[src/nes_io_pkg.sv]
// shared types and constants for the console io glue
// widths, uart register map, clock-enable phases, autofire timing

`default_nettype none

package nes_io_pkg;

  // data and address widths
  typedef logic [7:0]  byte_t;       // uart, loader and memory data
  typedef logic [7:0]  uart_addr_t;  // uart register address
  typedef logic [21:0] mem_addr_t;   // 4 MB memory space

  // console buttons, 1 = pressed
  // bit 7..0 : right left down up start select b a
  typedef logic [7:0]  nes_btn_t;

  typedef logic [2:0]  phase_t;      // clock-enable phase

  // uart register map
  localparam uart_addr_t UART_ADDR_CONF = 8'h35;  // loader config, bit 0 holds loader in reset
  localparam uart_addr_t UART_ADDR_ROM  = 8'h37;  // rom byte stream
  localparam uart_addr_t UART_ADDR_BTN1 = 8'h40;  // player 1 host buttons
  localparam uart_addr_t UART_ADDR_BTN2 = 8'h41;  // player 2 host buttons

  // five-phase sequence 0..4
  localparam phase_t CE_LAST      = 3'd4;
  localparam phase_t CE_MEM_PHASE = 3'd0;  // memory controller slot
  localparam phase_t CE_NES_PHASE = 3'd4;  // console core slot

  // autofire half period in clock cycles
  localparam int AUTOFIRE_HALF  = 16;
  localparam int AUTOFIRE_CNT_W = $clog2(AUTOFIRE_HALF);

endpackage

`default_nettype wire

[src/host_if.sv]
// host register bus
// loader stream, loader reset and host button bytes from the uart decoder

`timescale 1ns/100ps
`default_nettype none

interface host_if;

  nes_io_pkg::byte_t    loader_data;    // rom byte from uart
  logic                 loader_strobe;  // one cycle per rom byte
  logic                 loader_reset;
  nes_io_pkg::nes_btn_t host_btn1;      // player 1 buttons from host
  nes_io_pkg::nes_btn_t host_btn2;      // player 2 buttons from host

  modport decoder (
    output loader_data,
    output loader_strobe,
    output loader_reset,
    output host_btn1,
    output host_btn2
  );

  modport consumer (
    input loader_data,
    input loader_strobe,
    input loader_reset,
    input host_btn1,
    input host_btn2
  );

endinterface

`default_nettype wire

[src/uart_reg_decoder.sv]
// uart register write decoder
// loader config, rom stream forwarding and host button registers

`timescale 1ns/100ps
`default_nettype none

module uart_reg_decoder (
  input  logic                   clk,
  input  logic                   sys_resetn,
  input  nes_io_pkg::byte_t      uart_data,
  input  nes_io_pkg::uart_addr_t uart_addr,
  input  logic                   uart_write,
  host_if.decoder                host
);

  logic                 conf_reset_q;  // config bit 0, only bit in use
  nes_io_pkg::nes_btn_t btn1_q;
  nes_io_pkg::nes_btn_t btn2_q;

  always_ff @(posedge clk) begin
    if (!sys_resetn) begin
      conf_reset_q <= 1'b0;
      btn1_q       <= '0;
      btn2_q       <= '0;
    end else if (uart_write) begin
      if (uart_addr == nes_io_pkg::UART_ADDR_CONF)
        conf_reset_q <= uart_data[0];
      if (uart_addr == nes_io_pkg::UART_ADDR_BTN1)
        btn1_q <= uart_data;
      if (uart_addr == nes_io_pkg::UART_ADDR_BTN2)
        btn2_q <= uart_data;
    end
  end

  // rom bytes pass straight through to the loader
  assign host.loader_data   = uart_data;
  assign host.loader_strobe = uart_write && (uart_addr == nes_io_pkg::UART_ADDR_ROM);

  // loader held in reset by system reset or host request
  assign host.loader_reset = !sys_resetn || conf_reset_q;

  assign host.host_btn1 = btn1_q;
  assign host.host_btn2 = btn2_q;

endmodule

`default_nettype wire

[src/ce_sequencer.sv]
// five-phase clock-enable sequencer
// memory slot in phase 0, console core slot in phase 4
//
// phase    0       1       2       3       4       0
// memory  run_mem  act    rd/wr           dout   run_mem
// core                                   run_nes

`timescale 1ns/100ps
`default_nettype none

module ce_sequencer (
  input  logic clk,
  input  logic sys_resetn,
  input  logic loader_done,
  output logic run_mem,
  output logic run_nes,
  output logic reset_nes
);

  nes_io_pkg::phase_t phase_q;

  // free running, core held off until the rom is in memory
  always_ff @(posedge clk) begin
    if (!sys_resetn)
      phase_q <= '0;
    else if (phase_q == nes_io_pkg::CE_LAST)
      phase_q <= '0;
    else
      phase_q <= phase_q + 3'd1;
  end

  assign reset_nes = !loader_done;

  assign run_mem = loader_done && (phase_q == nes_io_pkg::CE_MEM_PHASE);
  assign run_nes = loader_done && (phase_q == nes_io_pkg::CE_NES_PHASE);  // 4 cycles after run_mem

endmodule

`default_nettype wire

[src/mem_arbiter.sv]
// memory request arbiter
// loader writes override console accesses, refresh fills idle memory slots

`timescale 1ns/100ps
`default_nettype none

module mem_arbiter (
  // control and console side
  input  logic                  run_mem,
  input  logic                  cpu_read,
  input  logic                  ppu_read,
  input  logic                  core_write,
  input  nes_io_pkg::mem_addr_t core_addr,
  input  nes_io_pkg::byte_t     core_wdata,
  // loader side
  input  logic                  loader_write,
  input  logic                  loader_refresh,
  input  nes_io_pkg::mem_addr_t loader_addr,
  input  nes_io_pkg::byte_t     loader_wdata,
  // memory side
  output logic                  mem_read_a,
  output logic                  mem_read_b,
  output logic                  mem_write,
  output logic                  mem_refresh,
  output nes_io_pkg::mem_addr_t mem_addr,
  output nes_io_pkg::byte_t     mem_wdata
);

  logic core_busy;  // any console request this cycle
  logic idle_slot;
  logic loader_ref;

  assign core_busy = cpu_read || ppu_read || core_write;

  // console only gets the memory in its own slot
  assign mem_read_a = cpu_read && run_mem;
  assign mem_read_b = ppu_read && run_mem;
  assign mem_write  = (core_write && run_mem) || loader_write;

  assign idle_slot  = run_mem && !core_busy && !loader_write;
  assign loader_ref = loader_refresh && !loader_write;  // loader idle between bytes
  assign mem_refresh = idle_slot || loader_ref;

  // loader owns address and data while writing
  assign mem_addr  = loader_write ? loader_addr : core_addr;
  assign mem_wdata = loader_write ? loader_wdata : core_wdata;

endmodule

`default_nettype wire

[src/autofire.sv]
// autofire for one held button
// square wave, AUTOFIRE_HALF cycles high then AUTOFIRE_HALF low

`timescale 1ns/100ps
`default_nettype none

module autofire (
  input  logic clk,
  input  logic sys_resetn,
  input  logic btn,
  output logic fire
);

  logic [nes_io_pkg::AUTOFIRE_CNT_W-1:0] cnt_q;
  logic                                  off_q;  // low half of the wave

  always_ff @(posedge clk) begin
    if (!sys_resetn || !btn) begin
      cnt_q <= '0;  // restart on every press
      off_q <= 1'b0;
    end else if (cnt_q == nes_io_pkg::AUTOFIRE_CNT_W'(nes_io_pkg::AUTOFIRE_HALF - 1)) begin
      cnt_q <= '0;
      off_q <= !off_q;
    end else begin
      cnt_q <= cnt_q + 1'b1;
    end
  end

  // first half fires right on press, drops with release
  assign fire = btn && !off_q;

endmodule

`default_nettype wire

[src/pad_mapper.sv]
// gamepad to console button mapping
// dual-shock byte pair in, console button byte out
// square and triangle add autofire on b and a

`timescale 1ns/100ps
`default_nettype none

module pad_mapper (
  input  logic                 clk,
  input  logic                 sys_resetn,
  input  nes_io_pkg::byte_t    rx_dir,   // active low: left down right up start r3 l3 select
  input  nes_io_pkg::byte_t    rx_face,  // active low: square x circle triangle r1 l1 r2 l2
  output nes_io_pkg::nes_btn_t pad_btn
);

  logic square_fire;
  logic triangle_fire;

  autofire af_square (
    .clk        (clk),
    .sys_resetn (sys_resetn),
    .btn        (!rx_face[7]),
    .fire       (square_fire)
  );

  autofire af_triangle (
    .clk        (clk),
    .sys_resetn (sys_resetn),
    .btn        (!rx_face[4]),
    .fire       (triangle_fire)
  );

  // x is b, circle is a
  assign pad_btn = {
    !rx_dir[5],                   // right
    !rx_dir[7],                   // left
    !rx_dir[6],                   // down
    !rx_dir[4],                   // up
    !rx_dir[3],                   // start
    !rx_dir[0],                   // select
    !rx_face[6] || square_fire,   // b
    !rx_face[5] || triangle_fire  // a
  };

endmodule

`default_nettype wire

[src/joypad_shifter.sv]
// serial joypad port for one player
// strobe latches the buttons, falling pad clock shifts them out lsb first

`timescale 1ns/100ps
`default_nettype none

module joypad_shifter (
  input  logic                 clk,
  input  logic                 sys_resetn,
  input  logic                 strobe,
  input  logic                 pad_clk,
  input  nes_io_pkg::nes_btn_t host_btn,
  input  nes_io_pkg::nes_btn_t pad_btn,
  output logic                 serial_out
);

  nes_io_pkg::nes_btn_t latch_q;
  logic                 pad_clk_q;  // last cycle's pad clock

  always_ff @(posedge clk) begin
    if (!sys_resetn) begin
      latch_q   <= '0;
      pad_clk_q <= 1'b0;
    end else begin
      pad_clk_q <= pad_clk;
      if (pad_clk_q && !pad_clk)
        latch_q <= {1'b0, latch_q[7:1]};  // zeros after eight reads
      else if (strobe)
        latch_q <= host_btn | pad_btn;
    end
  end

  assign serial_out = latch_q[0];

endmodule

`default_nettype wire

[src/nes_io_top.sv]
// console io glue top level
// uart register port, clock-enable sequencer, memory arbiter,
// two gamepad mappers and two serial joypad ports

`timescale 1ns/100ps
`default_nettype none

module nes_io_top (
  // clock, reset and uart
  input  logic                   clk,
  input  logic                   sys_resetn,
  input  nes_io_pkg::byte_t      uart_data,
  input  nes_io_pkg::uart_addr_t uart_addr,
  input  logic                   uart_write,
  // loader
  input  logic                   loader_done,
  input  logic                   loader_write,
  input  logic                   loader_refresh,
  input  nes_io_pkg::mem_addr_t  loader_addr,
  input  nes_io_pkg::byte_t      loader_wdata,
  // console
  input  logic                   cpu_read,
  input  logic                   ppu_read,
  input  logic                   core_write,
  input  nes_io_pkg::mem_addr_t  core_addr,
  input  nes_io_pkg::byte_t      core_wdata,
  input  logic                   joypad_strobe,
  input  logic [1:0]             joypad_clk,
  // gamepads, active low
  input  nes_io_pkg::byte_t      pad1_dir,
  input  nes_io_pkg::byte_t      pad1_face,
  input  nes_io_pkg::byte_t      pad2_dir,
  input  nes_io_pkg::byte_t      pad2_face,
  // outputs
  output nes_io_pkg::byte_t      loader_byte,
  output logic                   loader_byte_valid,
  output logic                   loader_reset,
  output logic                   run_nes,
  output logic                   reset_nes,
  output logic                   mem_read_a,
  output logic                   mem_read_b,
  output logic                   mem_write,
  output logic                   mem_refresh,
  output nes_io_pkg::mem_addr_t  mem_addr,
  output nes_io_pkg::byte_t      mem_wdata,
  output logic [1:0]             joypad_data
);

  host_if host_bus ();

  logic                 run_mem;
  nes_io_pkg::nes_btn_t pad1_btn;
  nes_io_pkg::nes_btn_t pad2_btn;

  uart_reg_decoder uart_reg_decoder_inst (
    .clk        (clk),
    .sys_resetn (sys_resetn),
    .uart_data  (uart_data),
    .uart_addr  (uart_addr),
    .uart_write (uart_write),
    .host       (host_bus.decoder)
  );

  // loader stream goes off chip
  assign loader_byte       = host_bus.loader_data;
  assign loader_byte_valid = host_bus.loader_strobe;
  assign loader_reset      = host_bus.loader_reset;

  ce_sequencer ce_sequencer_inst (
    .clk         (clk),
    .sys_resetn  (sys_resetn),
    .loader_done (loader_done),
    .run_mem     (run_mem),
    .run_nes     (run_nes),
    .reset_nes   (reset_nes)
  );

  mem_arbiter mem_arbiter_inst (
    .run_mem        (run_mem),
    .cpu_read       (cpu_read),
    .ppu_read       (ppu_read),
    .core_write     (core_write),
    .core_addr      (core_addr),
    .core_wdata     (core_wdata),
    .loader_write   (loader_write),
    .loader_refresh (loader_refresh),
    .loader_addr    (loader_addr),
    .loader_wdata   (loader_wdata),
    .mem_read_a     (mem_read_a),
    .mem_read_b     (mem_read_b),
    .mem_write      (mem_write),
    .mem_refresh    (mem_refresh),
    .mem_addr       (mem_addr),
    .mem_wdata      (mem_wdata)
  );

  pad_mapper pad_mapper1_inst (
    .clk        (clk),
    .sys_resetn (sys_resetn),
    .rx_dir     (pad1_dir),
    .rx_face    (pad1_face),
    .pad_btn    (pad1_btn)
  );

  pad_mapper pad_mapper2_inst (
    .clk        (clk),
    .sys_resetn (sys_resetn),
    .rx_dir     (pad2_dir),
    .rx_face    (pad2_face),
    .pad_btn    (pad2_btn)
  );

  // port 0 is player 1, port 1 is player 2
  joypad_shifter joypad_shifter1_inst (
    .clk        (clk),
    .sys_resetn (sys_resetn),
    .strobe     (joypad_strobe),
    .pad_clk    (joypad_clk[0]),
    .host_btn   (host_bus.host_btn1),
    .pad_btn    (pad1_btn),
    .serial_out (joypad_data[0])
  );

  joypad_shifter joypad_shifter2_inst (
    .clk        (clk),
    .sys_resetn (sys_resetn),
    .strobe     (joypad_strobe),
    .pad_clk    (joypad_clk[1]),
    .host_btn   (host_bus.host_btn2),
    .pad_btn    (pad2_btn),
    .serial_out (joypad_data[1])
  );

endmodule

`default_nettype wire

[config.mk]
export PLATFORM = sky130hd
export DESIGN_NAME = nes_io_top
export DESIGN_NICKNAME = d
export VERILOG_FILES = /design/src/nes_io_pkg.sv /design/src/host_if.sv /design/src/uart_reg_decoder.sv /design/src/ce_sequencer.sv /design/src/mem_arbiter.sv /design/src/autofire.sv /design/src/pad_mapper.sv /design/src/joypad_shifter.sv /design/src/nes_io_top.sv
export SDC_FILE = /design/constraint.sdc
export NUM_CORES = 1
export LEC_CHECK = 0
export BUFFER_PORTS_ARGS = -buffer_cell sky130_fd_sc_hd__buf_2
export CORE_ASPECT_RATIO = 1.2
export CORE_MARGIN = 3
export CORE_UTILIZATION = 44
export DETAILED_ROUTE_END_ITERATION = 12
export PLACE_DENSITY_LB_ADDON = 0.12
export RECOVER_POWER = 100
export SLEW_MARGIN = 20
export SYNTH_ARGS = -nofsm -noshare
export SYNTH_HDL_FRONTEND = slang
export SYNTH_SLANG_ARGS = --single-unit
[constraint.sdc]
create_clock -name clk -period 1.8 [get_ports clk]
set_clock_uncertainty 0.2 [all_clocks]
set_input_delay 0 -clock clk [delete_from_list [all_inputs] [get_ports clk]]
set_output_delay 0 -clock clk [all_outputs]
set_load 0.03 [all_outputs]
## After elaboration in Yosys (flattened, before gate mapping)

Index checks and enable logic that the tools add are counted.

- Bits of input ports: 120
- Output and inout bits: 48
- Logic and storage cells: 112
- Bits in registers: 58

- Eq/ne operators: 9
- Multiplexer cells: 6
- Bitwise logic cells: 3
- Reduce and logical (&&, ||, !) cells: 71
- Add/subtract/negate cells: 5

Operator list:

| kind | count |
|---|---|
| zero test 1 bit | 30 |
| two-way mux 7 bit | 4 |
| two-way mux 22 bit | 1 |
| adder 4 x 1 -> 4 bit, second input constant | 4 |
| == test 4 bit, second input constant | 4 |
| == test 8 x 6 -> 1 bit, second input constant | 2 |
| == test 8 x 7 -> 1 bit, second input constant | 2 |
| OR 8 bit | 2 |
| logical AND 1 bit | 15 |
| OR reduction 2 bit | 7 |
| logical OR 1 bit | 13 |
| two-way mux 8 bit | 1 |
| AND reduction 2 bit | 3 |
| nonzero test 2 bit | 2 |
| adder 3 x 1 -> 3 bit, second input constant | 1 |
| == test 3 bit, second input constant | 1 |
| zero test 3 bit | 1 |
| inverter 1 bit | 1 |

## Longest topological paths before layout

Gate-level depths: netlist of the first run.

- Depth after elaboration: 6
- Depth in mapped cells: 5
- Mapped depth without buffers: 5

## Hierarchy

A second synthesis of the first run with hierarchy kept.

- Cell total of the unflattened synthesis: 320
- Area total of the unflattened synthesis: 3,049.2 um^2

By module, submodules not included:

| module | sequential area each (um^2) | instances | area an instance (um^2) | cells an instance |
|---|---|---|---|---|
| joypad_shifter | 180.2 | 2 | 425.4 | 46 |
| uart_reg_decoder | 340.3 | 1 | 770.7 | 79 |
| autofire | 100.1 | 4 | 191.4 | 18 |
| mem_arbiter | 0.0 | 1 | 422.9 | 40 |
| ce_sequencer | 60.1 | 1 | 153.9 | 17 |
| pad_mapper | 0.0 | 2 | 42.5 | 10 |

## Worst setup path after synthesis of the first run

Ideal clock, no wire load.

- Path type: register to output
- Start: register ce_sequencer_inst.phase_q[0]
- End: output mem_refresh
- Data required time: 1.600 ns
- Buffers on the path: 0
- Data arrival time: 1.182 ns
- Stages on the path, launching flop included: 6
- Slack: 0.418 ns
- Cells stage by stage: dfxtp_1 -> inv_1 -> ha_1 -> and3b_1 -> a21oi_1 -> nor2_1

- Cells in the longest elaborated chain, start to end: 5

Ends and longest elaborated chain:

| element | RTL line | text |
|---|---|---|
| from (decl) | ce_sequencer.sv:20 | `nes_io_pkg::phase_t phase_q;` |
| from (signal assigned) | ce_sequencer.sv:29 | `phase_q <= phase_q + 3'd1;` |
| zero test 3 bit | ce_sequencer.sv:34 | `assign run_mem = loader_done && (phase_q == nes_io_pkg::CE_MEM_PHASE);` |
| logical AND 1 bit | ce_sequencer.sv:34 |  |
| logical AND 1 bit (2 in series) | mem_arbiter.sv:40 | `assign idle_slot = run_mem && !core_busy && !loader_write;` |
| logical OR 1 bit | mem_arbiter.sv:42 | `assign mem_refresh = idle_slot \|\| loader_ref;` |
| to (decl) | nes_io_top.sv:43 | `output logic mem_refresh,` |

No other way between the ends.

## Final worst setup path of the first run

- Start: input uart_addr[1]
- End: register uart_reg_decoder_inst.btn1_q[2] (netlist: uart_reg_decoder_inst.host.host_btn1[2])

- Cells in the longest elaborated chain, start to end: 2

Ends and longest elaborated chain:

| element | RTL line | text |
|---|---|---|
| from (decl) | nes_io_top.sv:13 | `input nes_io_pkg::uart_addr_t uart_addr,` |
| == test 8 x 7 -> 1 bit | uart_reg_decoder.sv:28 | `if (uart_addr == nes_io_pkg::UART_ADDR_BTN1)` |
| AND reduction 2 bit (no source line) | - |  |
| to (signal assigned) | uart_reg_decoder.sv:29 | `btn1_q <= uart_data;` |
| to (decl) | uart_reg_decoder.sv:17 | `nes_io_pkg::nes_btn_t btn1_q;` |

No other way between the ends.
A chain may end at the register's enable or synchronous reset.

==> out/results.ini, run 1 <==
[global_route]
grt_usage_pct = 20.6
met3_usage_pct = 8.32
antenna_found_initial = 0
grt_max_degree = 33
grt-busiest-layer = met2
grtUsageMet2_pct = 38.7
grt_pass1_vias = 2688
met1_usage_pct = 19.9
grt_pass1_wl_um = 12100
gr-total-overflow = 0

[synth]
synth_top_cell_by_area = dfxtp_1
synth_top_cells_by_count = dfxtp_1, nand2_1, mux2_2
synth_most_common_cell = dfxtp_1
netlist_area_mm2 = 0.00292
synth-seq-cells = 58
synth_edf_count = 0
synthArstFlopShare_pct = 0
yosysSeqAreaShare_pct = 39.7
yosys_warnings = 0
ys_types = 34
syn_inst = 315
yosys.area.top_type_share_pct = 39.7
synth.top_cells.by_area = dfxtp_1, mux2_2, mux2i_1
postSynthAreaPerCell_um2 = 9.28
synth_nets = 441
dominantRegCellSynth = dfxtp_1

[sta]
fin_setup_tns_ns = 0
setup_viol = 0
final_max_slew_viol_count = 0
hold_viol = 0
slew_headroom_pct = 53.0
period_minus_slack_ns = 1.72
worst_slew_pin_slew_ns = 0.705
whs_ns = 0.113
post-route-period-util_pct = 95.7
rsz0062_at_grt = false
fmaxAchievable_ghz = 0.581

[worst_setup_path]
crit_chain = dlygate4sd3_1 > clkbuf_1 > or4b_4 > nor3b_2 > buf_4 > mux2i_1
crit_type = in2reg
crit_fanout = 8
end_kind = register
crit_buf_inv = 3
slowest_delay_ns = 0.54
cp-start-kind = input pin
path_delay_family = buffers and inverters
required_ns = 1.86
rrSetupSlack_ns = 0.44
cp_data_arrival_time_ns = 1.78
cp_slowest_cell = dlygate4sd3_1

[drt]
drt_iter0_markers = 94
wl_um = 8110
via_per_inst = 4.83
first_pass_iters = 4
drc = 0
drt.antenna.violating_nets = 0
dr_total_vias = 2837
avgRoutedWirePerCell_um = 13.8

[clock_network]
clock_latency_ns = 0.33
path_clk_slew_ns = 0.06
cts_setup_buffers = 0
htreeDepth = 3
cts_root_buffer = clkbuf_8
cts_tree = yes
clockBufferDepth = 2
cts_buffers = 9
clock_sink_count = 58

[layout]
fin_nets = 627
antenna_cells = 0
drive_above_1_share_pct = 33.1
fillers = 544
final_area_mm2 = 0.00424
area_delta_synth_final_pct = 45.1

[pwr]
p_clk_share_pct = 35.6
vdd_drop_max_uv = 459
power.density_mw_per_mm2 = 734
p_total_mw = 3.11
share_comb_of_total_power_pct = 20.9
intPower_mw = 2.26
switching_share_pct = 27.5
power_leakage_nw = 1.84
seqPwrFrac_pct = 43.5
p_sw_mw = 0.856

[floorplanning]
coreArea_mm2 = 0.00624
fp.dieArea_mm2 = 0.00766
die_width_um = 80.4
die_h_um = 95.3
start_util_pct = 46.8
ioPinCount = 168
placementRows = 31

[place]
hpwlAfterDp_um = 5900
gp_congestion = 0.701
port_buffers = 155
placed_area_mm2 = 0.00370

[outcome]
status = finished clean

[worst_hold_path]
worstHoldPathType = in2reg

[run]
maxCapViolCount = 0

## final cells by class
| cell class | count | area, um^2 | area share [%] |
|---|---|---|---|
| timing repair buffer | 201 | 1170 | 27.6 |
| inverter | 7 | 26.3 | 0.619 |
| clock inverter | 2 | 10.0 | 0.236 |
| multi-input combinational | 224 | 1590 | 37.6 |
| clock buffer | 13 | 179 | 4.22 |
| tap | 82 | 103 | 2.42 |
| sequential | 58 | 1160 | 27.4 |
## metal layers
| layer | wire length (um) | share of wire (%) | vias to the layer above |
|---|---|---|---|
| li1 | - | - | 1442 |
| met1 | 2930 | 36 | 1268 |
| met2 | 4110 | 51 | 116 |
| met3 | 938 | 12 | 11 |
| met4 | 133 | 1.6 | 0 |
| met5 | 0 | 0 | - |
## power by group through the flow
stage / Combinational (mW) / Clock (mW) / Sequential, mW
after floorplan: 0.388 / 0 / 1.38
after global placement: 0.594 / 0 / 1.38
after detailed placement: 0.603 / 0 / 1.38
after CTS: 0.674 / 1.14 / 1.35
after global routing: 0.709 / 1.19 / 1.36
final: 0.652 / 1.11 / 1.35
## placed cells by master (no fill, tap or decap), types with 11 or more instances in the layout
cell type / count
nand3b_1: 16
dlygate4sd3_1: 42
o211ai_1: 14
clkbuf_1: 44
buf_2: 106
dfxtp_1: 58
mux2_2: 30
a21boi_0: 14
nor2_1: 27
nand2_1: 41
mux2i_1: 18
clkbuf_8: 13
nand2b_1: 11
## final timing paths
path	cells after the start	endpoint	start
setup / recovery	6	uart_reg_decoder_inst.host.host_btn1[2]	uart_addr[1]
hold / removal	2	joypad_shifter2_inst.latch_q[7]	joypad_strobe
hold reg to reg	1	pad_mapper1_inst.af_square.cnt_q[0]	pad_mapper1_inst.af_square.cnt_q[0]
setup reg to reg	3	joypad_shifter2_inst.latch_q[2]	joypad_shifter2_inst.pad_clk_q
## kinds of logic (layout without fill, tap and decap cells)
| kind of cell | count (synthesis) | count (layout) | synth area share (%) |
|---|---|---|---|
| flip-flops | 58 | 58 | 39.7 |
| adder cells (fa/ha/maj) | 6 | 6 | 2.57 |
| buffers and inverters | 33 | 223 | 5.90 |
| AND/OR/NAND/NOR | 126 | 126 | 22.1 |
| AO/OA/AOI/OAI | 32 | 32 | 8.39 |
| XOR/XNOR | 12 | 12 | 3.59 |
| multiplexers | 48 | 48 | 17.7 |
## repair_timing
action,in CTS,in global routing
gates resized for setup,0,4
endpoints found under the setup margin,0,7
hold buffers,42,0
hold endpoints to repair,55,0
## state kept, by name (all words and copies together), names as in the netlist
register / flops
joypad_shifter1_inst.latch_q: 8
joypad_shifter2_inst.latch_q: 8
uart_reg_decoder_inst.host.host_btn1: 8
uart_reg_decoder_inst.host.host_btn2: 8
pad_mapper1_inst.af_square.cnt_q: 4
pad_mapper1_inst.af_triangle.cnt_q: 4
pad_mapper2_inst.af_square.cnt_q: 4
pad_mapper2_inst.af_triangle.cnt_q: 4
ce_sequencer_inst.phase_q: 3
joypad_shifter1_inst.pad_clk_q: 1
joypad_shifter2_inst.pad_clk_q: 1
pad_mapper1_inst.af_square.off_q: 1
pad_mapper1_inst.af_triangle.off_q: 1
pad_mapper2_inst.af_square.off_q: 1
pad_mapper2_inst.af_triangle.off_q: 1
uart_reg_decoder_inst.conf_reset_q: 1
## metrics by stage
step,setup WS [ns],instances,util [%]
2_1_floorplan,0.418,315,-
3_3_place_gp,0.327,530,59.2
3_5_place_dp,0.291,530,59.2
4_1_cts,0.0874,587,69.0
5_1_grt,0.00392,587,67.9
6_report,0.0782,587,67.9
No activity file was read; power rests on OpenSTA's default activity.
==> run 2: changes to the inputs <==
--- a/config.mk
+++ b/config.mk
@@ -6,9 +6,11 @@
 export NUM_CORES = 1
 export LEC_CHECK = 0
 export BUFFER_PORTS_ARGS = -buffer_cell sky130_fd_sc_hd__buf_2
+export CELL_PAD_IN_SITES_DETAIL_PLACEMENT = 0
+export CELL_PAD_IN_SITES_GLOBAL_PLACEMENT = 1
 export CORE_ASPECT_RATIO = 1.2
 export CORE_MARGIN = 3
-export CORE_UTILIZATION = 44
+export CORE_UTILIZATION = 31
 export DETAILED_ROUTE_END_ITERATION = 12
 export PLACE_DENSITY_LB_ADDON = 0.12
 export RECOVER_POWER = 100
==> run 2 against run 1 <==
- via count grew 1.0%
- design area grew 3.4%
- die area grew 39%
- sequential cell count is the same
- clock power is essentially flat
- final cell count grew 7.7%
- combinational power grew 2%
- register-to-register slack gained 0.02 ns
- core utilization shrank 20 points
- worst hold slack lost 0.098 ns
- critical path depth is the same
- routed wire length grew 1.0%
- critical endpoint is now uart_reg_decoder_inst.host.host_btn1[6]
- largest power group unchanged
==> out/results.ini, run 2 (synthesis gave the netlist of run 1 again) <==
[global_route]
grt_max_degree = 33  ; unchanged
grt_pass1_wl_um = 12500  ; +3.0%
grt_usage_pct = 15.1  ; -5.6 points
met3_usage_pct = 5.03  ; -3.3 points
grt_pass1_vias = 2731  ; +1.6%
grt-busiest-layer = met2
gr-total-overflow = 0  ; unchanged
met1_usage_pct = 15.8  ; -4.0 points
grtUsageMet2_pct = 26.9  ; -12 points
antenna_found_initial = 0  ; unchanged

[layout]
fillers = 921  ; +69%
final_cell_mix = buf_2, dfxtp_1, dlygate4sd3_1, nand2_1, clkbuf_1
final_common_cell = buf_2
final_area_mm2 = 0.00439  ; +3.4%
post-route-util_pct = 48.0  ; -20 points
drive_above_1_share_pct = 35.2  ; +2.1 points
antenna_cells = 0  ; unchanged
fin_nets = 634  ; +1.1%
area_delta_synth_final_pct = 50.0

[sta]
worst_slew_pin_slew_ns = 0.791  ; +0.0855 ns
fmaxAchievable_ghz = 0.578  ; -0.44%
period_minus_slack_ns = 1.73  ; +0.00755 ns
slew_headroom_pct = 47.3  ; -5.7 points
final.setup.worst_slack_ns = 0.0707  ; -0.00755 ns
post-route-period-util_pct = 96.1  ; +0.42 points
hold_viol = 0  ; unchanged
setup_viol = 0  ; unchanged
rsz0062_at_grt = true
fin_setup_tns_ns = 0  ; unchanged
whs_ns = 0.0149  ; -0.0984 ns
final_max_slew_viol_count = 0  ; unchanged

[floorplanning]
ioPinCount = 168  ; unchanged
die_h_um = 112  ; +18%
die_width_um = 94.7  ; +18%
coreArea_mm2 = 0.00913  ; +46%
placementRows = 38  ; +23%
fp.dieArea_mm2 = 0.0106  ; +39%
start_util_pct = 32.0  ; -15 points

[worst_setup_path]
required_ns = 1.88  ; +0.02 ns
reg2reg_to = uart_reg_decoder_inst.host.host_btn1[6]
cp-start-kind = input pin
crit_type = in2reg
r2r-start = uart_reg_decoder_inst.host.host_btn1[6]
reg2regPathDepth = 3  ; unchanged
crit_fanout = 8  ; unchanged
rrSetupSlack_ns = 0.46  ; +0.02 ns
end_kind = register
cp_data_arrival_time_ns = 1.81  ; +0.03 ns

[drt]
avgRoutedWirePerCell_um = 13.0  ; -6.2%
wl_um = 8190  ; +1.0%
via_per_inst = 4.53  ; -6.2%
first_pass_iters = 4  ; unchanged
drt.antenna.violating_nets = 0  ; unchanged
dr_total_vias = 2866  ; +1.0%
drt_iter0_markers = 57  ; -39%
drc = 0  ; unchanged

[worst_hold_path]
hp-start = uart_addr[3]
worstHoldPathType = in2reg
whs_endpoint = uart_reg_decoder_inst.host.host_btn1[0]
min_path_cells = 5  ; +3

[clock_network]
clockBufferDepth = 2  ; unchanged
htreeDepth = 3  ; unchanged
cts_root_buffer = clkbuf_8
cts_tree = yes
clock_sink_count = 58  ; unchanged
cts_setup_buffers = 0  ; unchanged
cts_buffers = 9  ; unchanged
clock_latency_ns = 0.33  ; about the same
path_clk_slew_ns = 0.06  ; about the same

[pwr]
power.density_mw_per_mm2 = 715  ; -2.6%
vdd_drop_max_uv = 423  ; -8.0%
power_leakage_nw = 1.89  ; +2.7%

[outcome]
status = finished clean

[place]
placed_area_mm2 = 0.00377  ; +2.0%
hpwlAfterDp_um = 6070  ; +2.9%
pre_cts_slack_ns = 0.291  ; -0.000314 ns
gp_congestion = 0.716  ; +2.1%
port_buffers = 155  ; unchanged

[run]
maxCapViolCount = 0  ; unchanged

run 2: worst max path at each step:
| stage | start | end | slack, ns | depth (start not counted) |
|---|---|---|---|---|
| after global placement | uart_addr[1] | uart_reg_decoder_inst.host.host_btn1[4] | 0.32 | 5 |
| after floorplan | ce_sequencer_inst.phase_q[0] | mem_refresh | 0.42 | 5 |
| after CTS | ce_sequencer_inst.phase_q[0] | mem_refresh | 0.06 | 6 |
| after detailed placement | uart_addr[1] | uart_reg_decoder_inst.host.host_btn1[5] | 0.29 | 5 |
| final | uart_addr[0] | uart_reg_decoder_inst.host.host_btn1[6] | 0.07 | 6 |
| after global routing | ce_sequencer_inst.phase_q[0] | mem_refresh | -0.01 | 6 |
run 2: critical path, cell delays in order:
cell	delay, ns
dlygate4sd3_1	0.54
clkbuf_1	0.13
nor3b_2	0.20
buf_6	0.18
mux2i_1	0.19
dlygate4sd3_1	0.55
run 2: metrics by stage:
stage                     cells  power, mW
after floorplan             315       1.76
after global placement      570       1.98
after detailed placement    570       1.99
after CTS                   632       3.19
after global routing        632       3.29
final                       632       3.14
run 2: what timing repair did:
action,in CTS,in global routing
gates resized for setup,0,4
endpoints found under the hold margin,55,0
hold buffers,47,0
setup endpoints to repair,0,3
run 2: metal layers:
layer	vias up	routed length, um
li1	1452	-
met3	12	856
met2	125	4070
met5	-	0
met1	1277	3110
met4	0	156
run 2: final cells by class:
| cell class | count | area (um^2) | share of cell area, % |
|---|---|---|---|
| repair buffers | 208 | 1260 | 28.7 |
| inverters | 7 | 26.3 | 0.599 |
| clock buffers | 13 | 179 | 4.08 |
| multi-input cells | 224 | 1600 | 36.5 |
| clock inverters | 2 | 10.0 | 0.228 |
| flip-flops and latches | 58 | 1160 | 26.5 |
| well taps | 120 | 150 | 3.42 |
run 2: report_power, final:
part / switching, mW / total, mW / internal, mW
Combinational: 0.358 / 0.666 / 0.308
Sequential: 0.0236 / 1.35 / 1.33
Clock: 0.479 / 1.12 / 0.637
Total: 0.861 / 3.14 / 2.27
